File: config.mk
export PLATFORM = sky130hd
export DESIGN_NAME = qsic_top
export DESIGN_NICKNAME = d
export VERILOG_FILES = /design/src/hdl/qsic_pkg.sv /design/src/hdl/slot_bus_if.sv /design/src/hdl/qsic_top.sv /design/src/hdl/pack_select.sv /design/src/hdl/pack_slot.sv /design/src/hdl/csr_decode.sv /design/src/hdl/qbus_reply.sv
export VERILOG_INCLUDE_DIRS = /design/src /design/src/hdl
export SDC_FILE = /design/constraint.sdc
export NUM_CORES = 1
export LEC_CHECK = 0
export BUFFER_PORTS_ARGS = -buffer_cell sky130_fd_sc_hd__buf_4
export CAP_MARGIN = 10
export CORE_MARGIN = 2
export CORE_UTILIZATION = 25
export DETAILED_ROUTE_END_ITERATION = 6
export PLACE_DENSITY = 0.5
export SYNTH_ARGS = -nofsm -noshare
export SYNTH_HDL_FRONTEND = slang
export SYNTH_SLANG_ARGS = --single-unit
export TNS_END_PERCENT = 5
File: constraint.sdc
create_clock -name clk20 -period 3.2 [get_ports clk20]
set_clock_uncertainty 0.05 [all_clocks]
set_input_delay 0.32 -clock clk20 [delete_from_list [all_inputs] [get_ports clk20]]
set_output_delay 0.32 -clock clk20 [all_outputs]
set_load 0.02 [all_outputs]
File: src/hdl/qsic_settings.svh
`ifndef QSIC_SETTINGS_SVH
`define QSIC_SETTINGS_SVH

// qbus data/address lines
`define QSIC_DAL_W 22

// width of every slave register
`define QSIC_DATA_W 16

// drive load table size, one slot per rk drive
`define QSIC_NUM_PACKS 8

// storage devices behind the table
`define QSIC_NUM_DEVS 4

// i/o page offsets are decoded on the low 13 address bits
`define QSIC_IO_ADDR_W 13

// test register offset in the i/o page
`define QSIC_TEST_REG_ADDR 13'o17720

// first load table word, eight words up to 17716
`define QSIC_TABLE_BASE 13'o17700

// slot offsets count in 8192-block units
`define QSIC_OFFSET_SHIFT 13

// storage side block address
`define QSIC_LBA_W 32

// rk block address from the controller
`define QSIC_RK_LBA_W 13

`endif
File: src/hdl/qsic_pkg.sv
`include "qsic_settings.svh"

package qsic_pkg;

   // storage device codes as used by the storage multiplexer
   typedef enum logic [1:0] {
      SD0     = 2'd0,
      SD1     = 2'd1,
      RAMDISK = 2'd2,
      USB     = 2'd3
   } storage_dev_e;

   // slave reply sequencer
   typedef enum logic [2:0] {
      IDLE,
      READ_SETTLE1,
      READ_SETTLE2,
      READ_REPLY,
      WRITE_REPLY
   } reply_state_e;

   // enable and device take the top three bits of the word
   localparam int pack_offset_w = `QSIC_DATA_W - 3;

   // one load table word as seen on the bus
   typedef struct packed {
      logic                     enable;
      storage_dev_e             dev;
      logic [pack_offset_w-1:0] offset;
   } pack_entry_t;

   // power-up table with the sd0 pack in slot 0 and the ramdisk in slot 1
   // remaining slots stay parked on sd0
   function automatic pack_entry_t pack_reset_entry(input int unsigned idx);
      pack_entry_t e;
      e.enable = (idx < 2);
      e.dev    = (idx == 1) ? RAMDISK : SD0;
      // ramdisk starts at block zero, sd0 slots at 16 plus the slot index
      if (idx == 1) begin
         e.offset = '0;
      end else begin
         e.offset = pack_offset_w'(16 + idx);
      end
      return e;
   endfunction

endpackage

File: src/hdl/slot_bus_if.sv
`include "qsic_settings.svh"

interface slot_bus_if;
   import qsic_pkg::*;

   // write strobe, one clk20 cycle
   logic                     wr;
   logic [`QSIC_DATA_W-1:0] wdata;
   // stored slot word
   pack_entry_t              entry;
   // enabled and its device is ready
   logic                     loaded;

   modport ctrl (output wr, output wdata, input entry);
   modport slot (input wr, input wdata, output entry, output loaded);
   modport sel  (input entry, input loaded);

endinterface

File: src/hdl/qsic_top.sv
`include "qsic_settings.svh"

module qsic_top (
   input  logic                       clk20,
   input  logic                       arst_n,
   // qbus slave side
   input  logic [`QSIC_DAL_W-1:0]     dal_in,
   input  logic                       bs7_in,
   input  logic                       wtbt_in,
   input  logic                       rsync,
   input  logic                       rdin,
   input  logic                       rdout,
   output logic [`QSIC_DAL_W-1:0]     dal_out,
   output logic                       dal_tx,
   output logic                       dal_st,
   output logic                       dal_be_l,
   output logic                       trply,
   // rk controller and storage side
   input  logic [2:0]                 drive_sel,
   input  logic [`QSIC_RK_LBA_W-1:0]  rk_lba,
   input  logic [`QSIC_NUM_DEVS-1:0]  dev_ready,
   output logic [`QSIC_LBA_W-1:0]     lba,
   output qsic_pkg::storage_dev_e     sd_select,
   output logic [`QSIC_NUM_PACKS-1:0] loaded
);

   logic rsync_s;
   logic match;
   logic wr_pulse;

   // one bus per load table slot
   slot_bus_if slot_bus [`QSIC_NUM_PACKS] ();

   qbus_reply u_reply (
      .clk20    (clk20),
      .arst_n   (arst_n),
      .rsync    (rsync),
      .rdin     (rdin),
      .rdout    (rdout),
      .match    (match),
      .rsync_s  (rsync_s),
      .wr_pulse (wr_pulse),
      .trply    (trply),
      .dal_tx   (dal_tx),
      .dal_st   (dal_st),
      .dal_be_l (dal_be_l)
   );

   csr_decode u_decode (
      .clk20    (clk20),
      .arst_n   (arst_n),
      .dal_in   (dal_in),
      .bs7_in   (bs7_in),
      .wtbt_in  (wtbt_in),
      .rsync_s  (rsync_s),
      .wr_pulse (wr_pulse),
      .match    (match),
      .dal_out  (dal_out),
      .slots    (slot_bus)
   );

   for (genvar g = 0; g < `QSIC_NUM_PACKS; g++) begin : g_pack
      pack_slot #(.index(g)) u_slot (
         .clk20     (clk20),
         .arst_n    (arst_n),
         .dev_ready (dev_ready),
         .bus       (slot_bus[g])
      );
   end

   pack_select u_select (
      .drive_sel (drive_sel),
      .rk_lba    (rk_lba),
      .slots     (slot_bus),
      .lba       (lba),
      .sd_select (sd_select),
      .loaded    (loaded)
   );

endmodule

File: src/hdl/pack_select.sv
`include "qsic_settings.svh"

module pack_select (
   input  logic [2:0]                  drive_sel,
   input  logic [`QSIC_RK_LBA_W-1:0]   rk_lba,
   slot_bus_if.sel                     slots [`QSIC_NUM_PACKS],
   output logic [`QSIC_LBA_W-1:0]      lba,
   output qsic_pkg::storage_dev_e      sd_select,
   output logic [`QSIC_NUM_PACKS-1:0]  loaded
);
   import qsic_pkg::*;

   pack_entry_t entries [`QSIC_NUM_PACKS];
   pack_entry_t cur;

   // interface arrays need constant indices, copy out first
   for (genvar g = 0; g < `QSIC_NUM_PACKS; g++) begin : g_gather
      assign entries[g] = slots[g].entry;
      assign loaded[g]  = slots[g].loaded;
   end

   // entry for the drive the controller is talking to
   assign cur = entries[drive_sel];

   assign sd_select = cur.dev;

   // pack base plus block within the pack
   assign lba = `QSIC_LBA_W'(rk_lba) + (`QSIC_LBA_W'(cur.offset) << `QSIC_OFFSET_SHIFT);

endmodule

File: src/hdl/pack_slot.sv
`include "qsic_settings.svh"

module pack_slot #(
   parameter int unsigned index = 0
) (
   input  logic                       clk20,
   input  logic                       arst_n,
   input  logic [`QSIC_NUM_DEVS-1:0] dev_ready,
   slot_bus_if.slot                   bus
);
   import qsic_pkg::*;

   // power-up contents depend on slot position
   localparam pack_entry_t reset_entry = pack_reset_entry(index);

   always_ff @(posedge clk20 or negedge arst_n) begin
      if (!arst_n) begin
         bus.entry <= reset_entry;
      end else if (bus.wr) begin
         // raw bus word, field layout is the struct
         bus.entry <= pack_entry_t'(bus.wdata);
      end
   end

   // pack is usable once enabled and its device is up
   assign bus.loaded = bus.entry.enable & dev_ready[bus.entry.dev];

endmodule

File: src/hdl/csr_decode.sv
`include "qsic_settings.svh"

module csr_decode (
   input  logic                   clk20,
   input  logic                   arst_n,
   input  logic [`QSIC_DAL_W-1:0] dal_in,
   input  logic                   bs7_in,
   input  logic                   wtbt_in,
   input  logic                   rsync_s,
   input  logic                   wr_pulse,
   output logic                   match,
   output logic [`QSIC_DAL_W-1:0] dal_out,
   slot_bus_if.ctrl               slots [`QSIC_NUM_PACKS]
);
   import qsic_pkg::*;

   localparam logic [`QSIC_IO_ADDR_W-1:0] table_base = `QSIC_TABLE_BASE;

   // delayed rsync_s, marks the capture cycle
   logic                       rsync_d;
   logic [`QSIC_IO_ADDR_W-1:0] io_addr;
   logic                       bs7_q;
   logic                       read_cycle;
   logic [`QSIC_DATA_W-1:0]    test_reg;
   pack_entry_t                entries [`QSIC_NUM_PACKS];
   logic                       test_hit;
   logic                       table_hit;
   logic [2:0]                 slot_idx;
   logic [`QSIC_DATA_W-1:0]    rdata;
   logic                       wr_en;

   // address phase, grab on the first cycle of synced sync
   always_ff @(posedge clk20 or negedge arst_n) begin
      if (!arst_n) begin
         rsync_d    <= 1'b0;
         io_addr    <= '0;
         bs7_q      <= 1'b0;
         read_cycle <= 1'b0;
         match      <= 1'b0;
      end else begin
         rsync_d <= rsync_s;
         if (rsync_s && !rsync_d) begin
            io_addr    <= dal_in[`QSIC_IO_ADDR_W-1:0];
            bs7_q      <= bs7_in;
            read_cycle <= ~wtbt_in;
         end
         // rsync_d keeps the stale address out of the capture cycle
         match <= rsync_s & rsync_d & (test_hit | table_hit);
      end
   end

   // i/o page decode, word addresses only
   assign test_hit  = bs7_q && (io_addr == `QSIC_TEST_REG_ADDR);
   assign table_hit = bs7_q && (io_addr[`QSIC_IO_ADDR_W-1:4] == table_base[`QSIC_IO_ADDR_W-1:4])
                      && !io_addr[0];
   assign slot_idx  = io_addr[3:1];

   // data is on dal_in when synced dout rises
   assign wr_en = wr_pulse & match & ~read_cycle;

   always_ff @(posedge clk20 or negedge arst_n) begin
      if (!arst_n) begin
         test_reg <= '1;
      end else if (wr_en && test_hit) begin
         test_reg <= dal_in[`QSIC_DATA_W-1:0];
      end
   end

   // fan the strobe out to the addressed slot
   for (genvar g = 0; g < `QSIC_NUM_PACKS; g++) begin : g_slot
      assign slots[g].wr    = wr_en && table_hit && (slot_idx == 3'(g));
      assign slots[g].wdata = dal_in[`QSIC_DATA_W-1:0];
      assign entries[g]     = slots[g].entry;
   end

   assign rdata   = test_hit ? test_reg : entries[slot_idx];
   // bus data is zero unless one of our registers is addressed
   assign dal_out = match ? `QSIC_DAL_W'(rdata) : '0;

endmodule

File: src/hdl/qbus_reply.sv
module qbus_reply (
   input  logic clk20,
   input  logic arst_n,
   input  logic rsync,
   input  logic rdin,
   input  logic rdout,
   input  logic match,
   output logic rsync_s,
   output logic wr_pulse,
   output logic trply,
   output logic dal_tx,
   output logic dal_st,
   output logic dal_be_l
);
   import qsic_pkg::*;

   // two flop synchronizers, dout has a third stage for edge detect
   logic [1:0] rsync_ff;
   logic [1:0] din_ff;
   logic [2:0] dout_ff;
   logic       din_s;
   logic       dout_s;

   reply_state_e state;
   reply_state_e state_nxt;

   always_ff @(posedge clk20 or negedge arst_n) begin
      if (!arst_n) begin
         rsync_ff <= '0;
         din_ff   <= '0;
         dout_ff  <= '0;
      end else begin
         rsync_ff <= {rsync_ff[0], rsync};
         din_ff   <= {din_ff[0], rdin};
         dout_ff  <= {dout_ff[1:0], rdout};
      end
   end

   assign rsync_s = rsync_ff[1];
   assign din_s   = din_ff[1];
   assign dout_s  = dout_ff[1];

   // single cycle on the rising edge of synced dout
   assign wr_pulse = dout_ff[1] & ~dout_ff[2];

   always_comb begin
      state_nxt = state;
      case (state)
         IDLE: begin
            // read wins if both strobes show up
            if (match && din_s) begin
               state_nxt = READ_SETTLE1;
            end else if (match && dout_s) begin
               state_nxt = WRITE_REPLY;
            end
         end
         // two cycles of drive before reply, cable settling
         READ_SETTLE1: state_nxt = din_s ? READ_SETTLE2 : IDLE;
         READ_SETTLE2: state_nxt = din_s ? READ_REPLY : IDLE;
         // hold until the master drops its strobe
         READ_REPLY:   state_nxt = din_s ? READ_REPLY : IDLE;
         WRITE_REPLY:  state_nxt = dout_s ? WRITE_REPLY : IDLE;
         default:      state_nxt = IDLE;
      endcase
   end

   always_ff @(posedge clk20 or negedge arst_n) begin
      if (!arst_n) begin
         state <= IDLE;
      end else begin
         state <= state_nxt;
      end
   end

   // transceivers turn toward the bus for the whole read
   assign dal_tx = (state == READ_SETTLE1) || (state == READ_SETTLE2) ||
                   (state == READ_REPLY);
   // latch and enable only once data has settled
   assign dal_st   = (state == READ_REPLY);
   assign dal_be_l = (state != READ_REPLY);
   assign trply    = (state == READ_REPLY) || (state == WRITE_REPLY);

endmodule

==> Flow_metrics.wiki, run 1 <==
{| class="wikitable"
! Metric !! Value
|-
| Placer congestion estimate || 0.727
|-
| CP Capture Type || output port
|-
| Final standard cell utilization of the core || 29.7%
|-
| Area added between synthesis and finish || 17.3%
|-
| Crit path top cell by count || sky130_fd_sc_hd__buf_4
|-
| Cells on worst reg2reg path || 6
|-
| Clock tree from TritonCTS || yes
|-
| Number of global-route vias before repair || 5733
|-
| Area of the die || 37400 um2
|-
| End of the worst register-to-register path || u_decode.test_reg[8]
|-
| Unrepaired setup endpoints after global routing || false
|-
| Syn Std Cell Area || 8970 um2
|-
| Flip-flop count of the largest register, all copies and words added || 128
|-
| Max-cap check violation count || 0
|-
| Wire length of the first global-routing pass || 37100 um
|-
| Fraction of final layout cells with drive strength greater than 1 || 57.7%
|-
| Clock root buffer master || sky130_fd_sc_hd__clkbuf_16
|-
| Global router's overall resource usage || 13.2%
|-
| Total clock buffers created by CTS || 17
|-
| Effective utilization at floorplan || 25.3%
|-
| Most frequent standard cell in the layout excluding fill and tap cells || sky130_fd_sc_hd__mux2_2
|-
| Outcome || finished clean
|-
| CP max FO || 36
|-
| Clk Latency, worst-skew pair || 0.44 ns
|-
| Kind of cell adding the most delay to the critical path || buffers and inverters
|-
| Worst hold path startpoint || bs7_in
|-
| Number of input and output port buffers inserted || 72
|-
| Antenna violations before repair || 1
|-
| Highest clock rate || 337 MHz
|-
| Data arrival at the endpoint of the critical path || 2.60 ns
|-
| Worst flop-to-flop path startpoint || u_decode.io_addr[3]
|-
| Chip width || 193 um
|-
| Portion of the clock cycle consumed by the worst path in the final layout || 92.7%
|-
| Normalized max-slew margin || 52.2%
|-
| Reg2reg setup slack || 0.65 ns
|-
| Sequential share of the synthesized area || 48.2%
|-
| Final setup margin || 0.233 ns
|-
| Core Area || 35500 um2
|-
| Number of distinct library cells after synthesis || 32
|-
| Clock slew at reported path FFs || 0.08 ns
|-
| Critical path startpoint category || register
|-
| Required time of the worst setup path || 2.83 ns
|-
| Register bit total from synthesis || 171
|-
| Cell leakage power || 0.00426 uW
|-
| Depth of the CTS H-tree || 4
|-
| Peak supply drop || 0.382 mV
|-
| Worst-case hold path end point || u_decode.bs7_q
|-
| Warnings from Yosys || 0
|-
| Final hold violation count || 0
|-
| Via count || 5457
|-
| Max stage delay on crit path || 0.49 ns
|-
| Actual transition at the worst max-transition pin || 0.717 ns
|-
| Die boundary height || 193 um
|-
| Kind of path behind the tightest hold check || input pin to register
|-
| Length of routed wiring on met1 || 11400 um
|-
| Detailed-routed wire length on met2 || 11600 um
|-
| Cell area after layout || 10500 um2
|-
| First-pass iteration count of the detailed router || 4
|-
| Hold Crit Depth || 2
|-
| Final global-route overflow total || 0
|-
| Routed length on met3 || 786 um
|-
| Half-perimeter wire length after detailed placement || 15300 um
|-
| I/O pin total || 117
|-
| Post-Syn Instances || 632
|-
| Max Root-Sink Buffers || 2
|-
| Pin count of the biggest net entering global routing || 74
|-
| Power density over the cells || 505 nW/um2
|-
| Setup violation total in the final timing report || 0
|-
| Kind of critical path || register to output port
|-
| Avg WL per Cell || 20.8 um
|-
| Commonest cells after routing, fill and taps aside || sky130_fd_sc_hd__mux2_2, sky130_fd_sc_hd__dfrtp_1, sky130_fd_sc_hd__buf_4
|-
| Cell area reported after detailed placement || 9900 um2
|-
| Ratio of routed vias to standard cells || 4.73
|-
| Routed wire length || 24100 um
|-
| Critical path buffers and inverters || 3
|-
| Critical Path Start || u_decode.io_addr[2]
|-
| Final routed DRC violation total || 0
|-
| Final Net Count || 728
|-
| Final Slew Violations || 0
|-
| Top Layer Used || met4
|-
| Post-detailed-route count of antenna-violating nets || 0
|-
| Mean post-synth cell area || 14.2 um2
|-
| DRC marker count from the first detailed-route iteration || 245
|-
| Critical-path top delay cell || sky130_fd_sc_hd__buf_4
|-
| Cells along the critical path || buf_4, buf_4, mux4_2, a21oi_1, a21oi_1, buf_4
|-
| Final total negative setup slack || 0 ns
|-
| Shortest period the worst path allows || 2.97 ns
|-
| Post-Place Worst Slack || 0.648 ns
|-
| Total number of clock tree sinks || 171
|-
| Row count || 69
|-
| Count of buffers added by post-CTS timing repair for setup || 0
|}
## cell families (layout without fill, tap and decap cells)
group           after synthesis  count (layout)  synth area share, %
flops                       171             171                 48.2
compound gates               66              66                 3.92
other cells                   1              13               0.0418
buf+inv                      90             139                 5.41
simple gates                 45              45                 3.00
mux                         259             259                 39.4
## through the flow
| step | cells | total power [uW] | hold WS, ns |
|---|---|---|---|
| after floorplan | 643 | 3040 | -0.0256 |
| after global placement | 1116 | 3300 | 0.285 |
| after detailed placement | 1116 | 3310 | 0.287 |
| after CTS | 1153 | 5380 | 0.0418 |
| after global routing | 1154 | 5540 | 0.0459 |
| final | 1154 | 5310 | 0.0621 |
## timing repair
| action | 4_1_cts | 5_1_grt |
|---|---|---|
| hold endpoints to repair | 63 | 0 |
| hold buffers | 5 | 0 |
| gates resized for setup | 0 | 0 |
## worst max-delay path by stage
stage,to,cells after the start
6_report,dal_out[5],6
5_1_grt,dal_out[5],6
4_1_cts,dal_out[5],6
3_5_place_dp,u_decode.test_reg[11],6
3_3_place_gp,u_decode.test_reg[14],6
2_1_floorplan,dal_out[14],6
## metal layers
layer	vias to the layer above	GRT usage (%)
met5	-	0
met4	0	3.59
met3	20	2.44
met2	98	21.4
met1	2907	18.1
li1	2432	-
## layout make-up
class                           count  area (um2)
Fill cell                        3581       25000
Sequential cell                   171        4330
Multi-Input combinational cell    382        4200
Timing Repair Buffer              104         835
Tap cell                          461         577
Clock buffer                       18         429
Clock inverter                     14         141
Inverter                            3        11.3
Antenna cell                        1        2.50
## power by group
group          switching [uW]  total (uW)  internal (uW)
Clock                     958        2050           1090
Sequential               84.5        2390           2310
Combinational             446         871            425
## synth_stat cells
library cell | instances | area [um2]
sky130_fd_sc_hd__a21oi_1 | 34 | 170
sky130_fd_sc_hd__and2_1 | 8 | 50.1
sky130_fd_sc_hd__buf_1 | 23 | 86.3
sky130_fd_sc_hd__buf_2 | 1 | 5.00
sky130_fd_sc_hd__buf_4 | 33 | 248
sky130_fd_sc_hd__buf_6 | 3 | 33.8
sky130_fd_sc_hd__clkbuf_1 | 27 | 101
sky130_fd_sc_hd__conb_1 | 1 | 3.75
sky130_fd_sc_hd__dfrtp_1 | 134 | 3350
sky130_fd_sc_hd__dfstp_2 | 37 | 972
sky130_fd_sc_hd__inv_1 | 3 | 11.3
sky130_fd_sc_hd__mux2_2 | 163 | 1840
sky130_fd_sc_hd__mux2_4 | 10 | 150
sky130_fd_sc_hd__mux2i_1 | 31 | 310
sky130_fd_sc_hd__mux4_2 | 55 | 1240
sky130_fd_sc_hd__nand2_1 | 5 | 18.8
sky130_fd_sc_hd__nand2b_1 | 2 | 12.5
sky130_fd_sc_hd__nand3_1 | 5 | 25.0
sky130_fd_sc_hd__nand4_1 | 3 | 18.8
sky130_fd_sc_hd__nand4b_1 | 2 | 17.5
sky130_fd_sc_hd__nand4bb_1 | 2 | 22.5
sky130_fd_sc_hd__nor2_1 | 8 | 30.0
sky130_fd_sc_hd__nor2b_1 | 3 | 18.8
sky130_fd_sc_hd__nor4_1 | 1 | 6.26
sky130_fd_sc_hd__nor4_2 | 1 | 12.5
sky130_fd_sc_hd__o21ai_0 | 16 | 80.1
sky130_fd_sc_hd__o22ai_1 | 15 | 93.8
sky130_fd_sc_hd__o31ai_1 | 1 | 7.51
sky130_fd_sc_hd__or2_1 | 1 | 6.26
sky130_fd_sc_hd__or2_2 | 2 | 12.5
sky130_fd_sc_hd__or4_1 | 1 | 7.51
sky130_fd_sc_hd__or4b_1 | 1 | 10.0
(Power assumes the default switching activity.)
==> run 2: changes to the inputs <==
CELL_PAD_IN_SITES_DETAIL_PLACEMENT = 0   (was not set)
CELL_PAD_IN_SITES_GLOBAL_PLACEMENT = 2   (was not set)
PLACE_DENSITY = 0.62   (was 0.5)
==> Flow_metrics.wiki, run 2 (synthesis gave the netlist of run 1 again) <==
{| class="wikitable"
! Metric !! Value
|-
| Total power consumption of the routed design || 5280 uW
|-
| Antenna Cells || 0
|-
| Reg2reg setup slack || 0.66 ns
|-
| Total clock buffers created by CTS || 17
|-
| Portion of the clock cycle consumed by the worst path in the final layout || 93.7%
|-
| Hold Crit Depth || 2
|-
| CP max FO || 24
|-
| Final Slew Violations || 0
|-
| Global router's overall resource usage || 13.2%
|-
| DRC marker count from the first detailed-route iteration || 277
|-
| Post-detailed-route count of antenna-violating nets || 0
|-
| Effective utilization at floorplan || 25.3%
|-
| Area of the die || 37400 um2
|-
| Wire length of the first global-routing pass || 37400 um
|-
| Depth of the CTS H-tree || 4
|-
| Most frequent standard cell in the layout excluding fill and tap cells || sky130_fd_sc_hd__mux2_2
|-
| Outcome || finished clean
|-
| Row count || 69
|-
| Data arrival at the endpoint of the critical path || 2.63 ns
|-
| Cells on worst reg2reg path || 5
|-
| Cells along the critical path || or4b_1, or4_4, buf_4, a21oi_1, buf_4
|-
| Highest clock rate || 333 MHz
|-
| Half-perimeter wire length after detailed placement || 15700 um
|-
| Worst flop-to-flop path startpoint || u_decode.io_addr[3]
|-
| Power density over the cells || 502 nW/um2
|-
| Kind of critical path || register to output port
|-
| Die boundary height || 193 um
|-
| Final total negative setup slack || 0 ns
|-
| CP Capture Type || output port
|-
| Number of cells in the design after placement || 1116
|-
| Flip-flop count of the largest register, all copies and words added || 128
|-
| Top Layer Used || met4
|-
| Unrepaired setup endpoints after global routing || false
|-
| Final global-route overflow total || 0
|-
| Area added between synthesis and finish || 17.2%
|-
| Avg WL per Cell || 21.0 um
|-
| Crit path top cell by count || sky130_fd_sc_hd__buf_4
|-
| Final Net Count || 728
|-
| Fraction of final layout cells with drive strength greater than 1 || 57.8%
|-
| First-pass iteration count of the detailed router || 5
|-
| Via count || 5417
|-
| End of the worst register-to-register path || u_decode.test_reg[8]
|-
| Ratio of routed vias to standard cells || 4.70
|-
| Max stage delay on crit path || 0.52 ns
|-
| FILL cells || 3580
|-
| Area taken by flip-flops and latches || 4330 um2
|-
| Count of buffers added by post-CTS timing repair for setup || 0
|-
| Worst hold path startpoint || bs7_in
|-
| Final hold violation count || 0
|-
| Final routed DRC violation total || 0
|-
| Length of routed wiring on met1 || 11800 um
|-
| Antenna violations before repair || 0
|-
| I/O pin total || 117
|-
| Kind of cell adding the most delay to the critical path || simple AND/OR/NAND/NOR gates
|-
| Commonest cells after routing, fill and taps aside || sky130_fd_sc_hd__mux2_2, sky130_fd_sc_hd__dfrtp_1, sky130_fd_sc_hd__buf_4
|-
| Max Root-Sink Buffers || 2
|-
| Critical path buffers and inverters || 2
|-
| Routed wire length || 24200 um
|-
| Required time of the worst setup path || 2.83 ns
|-
| Total number of clock tree sinks || 171
|-
| Cell leakage power || 0.00426 uW
|-
| Max-cap check violation count || 0
|-
| Kind of path behind the tightest hold check || input pin to register
|-
| Shortest period the worst path allows || 3.00 ns
|-
| Worst-case hold path end point || u_decode.bs7_q
|-
| Critical path startpoint category || register
|-
| Placer congestion estimate || 0.728
|-
| Normalized max-slew margin || 38.6%
|-
| Clk Latency, worst-skew pair || 0.43 ns
|-
| Number of global-route vias before repair || 5808
|-
| Number of input and output port buffers inserted || 72
|-
| Routed length on met3 || 815 um
|-
| Area taken by multi-input logic gates || 4200 um2
|-
| Setup violation total in the final timing report || 0
|-
| Pin count of the biggest net entering global routing || 63
|-
| Clock tree from TritonCTS || yes
|-
| Core Area || 35500 um2
|-
| Critical-path top delay cell || sky130_fd_sc_hd__or4b_1
|-
| Detailed-routed wire length on met2 || 11400 um
|-
| Peak supply drop || 0.334 mV
|-
| Chip width || 193 um
|-
| Actual transition at the worst max-transition pin || 0.921 ns
|-
| Clock slew at reported path FFs || 0.07 ns
|-
| Final non-filler cell total || 1153
|-
| Clock root buffer master || sky130_fd_sc_hd__clkbuf_16
|}
-- run 2: how the worst max path moves through the flow --
stage | startpoint | to | cells past startpoint
floorplan | u_decode.io_addr[1] | dal_out[14] | 6
global placement | u_decode.io_addr[3] | dal_out[11] | 5
detailed placement | u_decode.io_addr[3] | dal_out[11] | 5
CTS | u_decode.io_addr[3] | dal_out[11] | 5
global route | u_decode.io_addr[3] | dal_out[13] | 6
finish | u_decode.io_addr[3] | dal_out[13] | 5
-- run 2: what timing repair did --
action	in CTS	in global routing
setup endpoints to repair	0	11
resized for setup	0	1
hold endpoints to repair	43	1
hold buffers	4	1
-- run 2: routing by layer --
| metal | GRT usage [%] | up-vias |
|---|---|---|
| li1 | - | 2424 |
| met1 | 19.0 | 2881 |
| met2 | 20.8 | 100 |
| met3 | 2.42 | 12 |
| met4 | 2.52 | 0 |
| met5 | 0 | - |
-- run 2: report_power, final --
group / internal, uW / switching [uW]
clock network: 1100 / 919
logic: 423 / 444
registers: 2310 / 89.8
total: 3830 / 1450
-- run 2: through the flow --
stage / setup WS [ns] / hold WS, ns / cell area (um2) / util, %
6_report: 0.201 / 0.0860 / 10500 / 29.6
5_1_grt: 0.0667 / 0.0798 / 10500 / 29.6
4_1_cts: 0.0316 / 0.00530 / 10500 / 29.6
2_1_floorplan: 0.773 / -0.0256 / 9010 / -
3_5_place_dp: 0.498 / 0.290 / 9900 / 27.9
3_3_place_gp: 0.491 / 0.286 / 9900 / 27.9
-- run 2: final cells by class --
cell class                 instances  area share [%]
multi-input combinational        382            40.0
clock inverter                    13            1.14
sequential                       171            41.1
tap                              461            5.48
clock buffer                      19            4.21
inverter                           3           0.107
timing repair buffer             104            7.94
==> run 3: changes to the inputs <==
ABC_AREA = 1   (was not set)
CORE_UTILIZATION = 33   (was 25)
PLACE_DENSITY = 0.89   (was 0.62)
==> Flow_metrics.wiki, run 3 <==
{| class="wikitable"
! Metric !! Value
|-
| Ratio of routed vias to standard cells || 4.85
|-
| Most common library cells after synthesis || sky130_fd_sc_hd__nand2_1, sky130_fd_sc_hd__o21ai_0, sky130_fd_sc_hd__inv_1, sky130_fd_sc_hd__dfrtp_1, sky130_fd_sc_hd__a21oi_1
|-
| Cells on worst reg2reg path || 8
|-
| CP Capture Type || output port
|-
| Most common flop cell mapped by yosys || sky130_fd_sc_hd__dfrtp_1
|-
| Final global-route overflow total || 0
|-
| Flip-flop count of the largest register, all copies and words added || 128
|-
| Pin count of the biggest net entering global routing || 65
|-
| Normalized max-slew margin || 45.0%
|-
| Area of the die || 30700 um2
|-
| Sequential share of the synthesized area || 44.7%
|-
| Cell leakage power || 0.00641 uW
|-
| Wire length of the first global-routing pass || 48400 um
|-
| Number of input and output port buffers inserted || 72
|-
| Clock root buffer master || sky130_fd_sc_hd__clkbuf_16
|-
| GR Layer Usage met3 || 3.27%
|-
| Grt met1 use || 27.7%
|-
| FILL cells || 3055
|-
| Warnings from Yosys || 0
|-
| Post-detailed-route count of antenna-violating nets || 0
|-
| End of the worst register-to-register path || g_pack[1].u_slot.bus.entry[3]
|-
| Crit path top cell by count || sky130_fd_sc_hd__nand2_1
|-
| Gr busiest metal || met2
|-
| Final total negative setup slack || 0 ns
|-
| Kind of path behind the tightest hold check || input pin to register
|-
| Kind of critical path || register to output port
|-
| Reg2reg setup slack || 0.97 ns
|-
| Global router's overall resource usage || 20.5%
|-
| Biggest area contributors in the synthesized netlist || sky130_fd_sc_hd__dfrtp_1, sky130_fd_sc_hd__nand2_1, sky130_fd_sc_hd__o21ai_0, sky130_fd_sc_hd__dfstp_2, sky130_fd_sc_hd__inv_1
|-
| Post-Syn Instances || 1377
|-
| Setup violation total in the final timing report || 0
|-
| Portion of the clock cycle consumed by the worst path in the final layout || 86.8%
|-
| Required time of the worst setup path || 2.83 ns
|-
| Mean post-synth cell area || 7.03 um2
|-
| Max Root-Sink Buffers || 2
|-
| Cell accounting for the most synthesized area || sky130_fd_sc_hd__dfrtp_1
|-
| EDFF count, synth || 0
|-
| Met2 capacity usage during global routing || 33.3%
|-
| Depth of the CTS H-tree || 4
|-
| Via count || 8721
|-
| CP max FO || 21
|-
| Crit path depth || 9
|-
| Area taken by multi-input logic gates || 4190 um2
|-
| Worst setup path end || dal_out[9]
|-
| Final standard cell utilization of the core || 38.4%
|-
| Cell area after layout || 11000 um2
|-
| Data arrival at the endpoint of the critical path || 2.41 ns
|-
| Core Area || 28800 um2
|-
| Clock slew at reported path FFs || 0.07 ns
|-
| Commonest cells after routing, fill and taps aside || sky130_fd_sc_hd__nand2_1, sky130_fd_sc_hd__o21ai_0, sky130_fd_sc_hd__inv_1
|-
| Most frequent standard cell in the layout excluding fill and tap cells || sky130_fd_sc_hd__nand2_1
|-
| Cells along the critical path || buf_4, nand2_1, clkinv_1, nand2_1, nand3_1, nand2_1, nor2_1, nor2_1, buf_4
|-
| I/O pin total || 117
|-
| Area taken by flip-flops and latches || 4330 um2
|-
| Power density over the cells || 444 nW/um2
|-
| Most used standard cell by instance count after synthesis || sky130_fd_sc_hd__nand2_1
|-
| Syn Std Cell Area || 9680 um2
|-
| Kind of cell adding the most delay to the critical path || buffers and inverters
|-
| Fraction of final layout cells with drive strength greater than 1 || 13.2%
|-
| Outcome || finished clean
|-
| Clk Latency, worst-skew pair || 0.44 ns
|-
| Area added between synthesis and finish || 14.1%
|-
| Cell area reported after detailed placement || 10400 um2
|-
| Effective utilization at floorplan || 33.6%
|-
| Antenna Cells || 0
|-
| First-pass iteration count of the detailed router || 5
|-
| Critical path buffers and inverters || 3
|-
| Max-cap check violation count || 0
|-
| Avg WL per Cell || 16.9 um
|-
| Final routed DRC violation total || 0
|-
| Clock tree from TritonCTS || yes
|-
| Peak supply drop || 0.356 mV
|-
| Max stage delay on crit path || 0.43 ns
|-
| Chip width || 175 um
|-
| Final Net Count || 1451
|-
| Fraction of synthesized cell area taken by the top area cell type || 34.6%
|-
| Highest clock rate || 360 MHz
|-
| Unrepaired setup endpoints after global routing || false
|-
| Antenna violations before repair || 0
|-
| Routed wire length || 30500 um
|-
| DRC marker count from the first detailed-route iteration || 718
|-
| Row count || 62
|-
| Hold Crit Depth || 2
|-
| Critical Path Start || u_decode.io_addr[1]
|-
| Worst Hold Slack || 0.0223 ns
|-
| Actual transition at the worst max-transition pin || 0.823 ns
|-
| Placer congestion estimate || 0.790
|-
| Number of distinct library cells after synthesis || 28
|-
| Total number of clock tree sinks || 171
|-
| Total clock buffers created by CTS || 17
|-
| Critical-path top delay cell || sky130_fd_sc_hd__dfrtp_2
|-
| Final hold violation count || 0
|-
| Half-perimeter wire length after detailed placement || 19100 um
|-
| Shortest period the worst path allows || 2.78 ns
|-
| FFs w/ async S/R, synth || 100%
|-
| Critical path startpoint category || register
|-
| Number of global-route vias before repair || 8448
|-
| Final Slew Violations || 0
|-
| Register bit total from synthesis || 171
|-
| Die boundary height || 175 um
|-
| Worst flop-to-flop path startpoint || u_decode.io_addr[1]
|}
==> run 3: routing by layer <==
layer / vias up / part of all wire [%]
li1: 4368 / -
met1: 4099 / 47
met2: 211 / 46
met3: 43 / 4.3
met4: 0 / 3.0
met5: - / 0
==> run 3: worst min path at each step <==
stage                                     to  slack, ns                 from
2_1_floorplan  g_pack[0].u_slot.bus.entry[0]      -0.03               arst_n
3_3_place_gp             u_reply.rsync_ff[1]       0.28  u_reply.rsync_ff[0]
3_5_place_dp               u_reply.din_ff[1]       0.29    u_reply.din_ff[0]
4_1_cts                  u_decode.read_cycle      0.008              wtbt_in
5_1_grt                  u_decode.read_cycle       0.02              wtbt_in
6_report                 u_decode.read_cycle       0.02              wtbt_in
==> run 3: through the flow <==
step	power, uW	worst slack (ns)	cells
floorplan	2620	1.19	1388
global placement	2890	0.876	1763
detailed placement	2890	0.881	1763
CTS	4960	0.404	1799
global route	5110	0.196	1799
finish	4910	0.423	1799
==> run 3: timing repair <==
item,CTS,global route
hold buffers,4,0
endpoints found under the hold margin,49,0
gates resized for setup,0,0
setup buffers,0,0
==> run 3: worst reg2reg max path: stages (launching register included) <==
cell and delay [ns]:
sky130_fd_sc_hd__dfrtp_2 0.40, sky130_fd_sc_hd__buf_4 0.29, sky130_fd_sc_hd__nand2_1 0.12, sky130_fd_sc_hd__buf_4 0.17
sky130_fd_sc_hd__nor2_1 0.10, sky130_fd_sc_hd__nand4_1 0.46, sky130_fd_sc_hd__buf_12 0.36, sky130_fd_sc_hd__nand2_1 0.07
sky130_fd_sc_hd__o21ai_0 0.08
==> run 3: report_power, final <==
group          internal [uW]  switching, uW
Combinational            166            468
Clock                   1090            961
Sequential              2190           25.1
Total                   3450           1450
==> run 3: kinds of logic (layout without fill, tap and decap cells) <==
group	Yosys count	after routing	synth area share, %
other cells	1	12	0.0387
mux	2	2	0.233
simple gates	601	601	25.2
compound gates	324	324	17.4
buf+inv	278	305	12.5
flops	171	171	44.7
==> run 3: layout make-up <==
type                    count  area share [%]
clock buffers              19            3.92
clock inverters            13            1.20
inverters                 167            5.67
multi-input cells         939            37.9
flip-flops and latches    171            39.2
well taps                 384            4.35
repair buffers            106            7.78
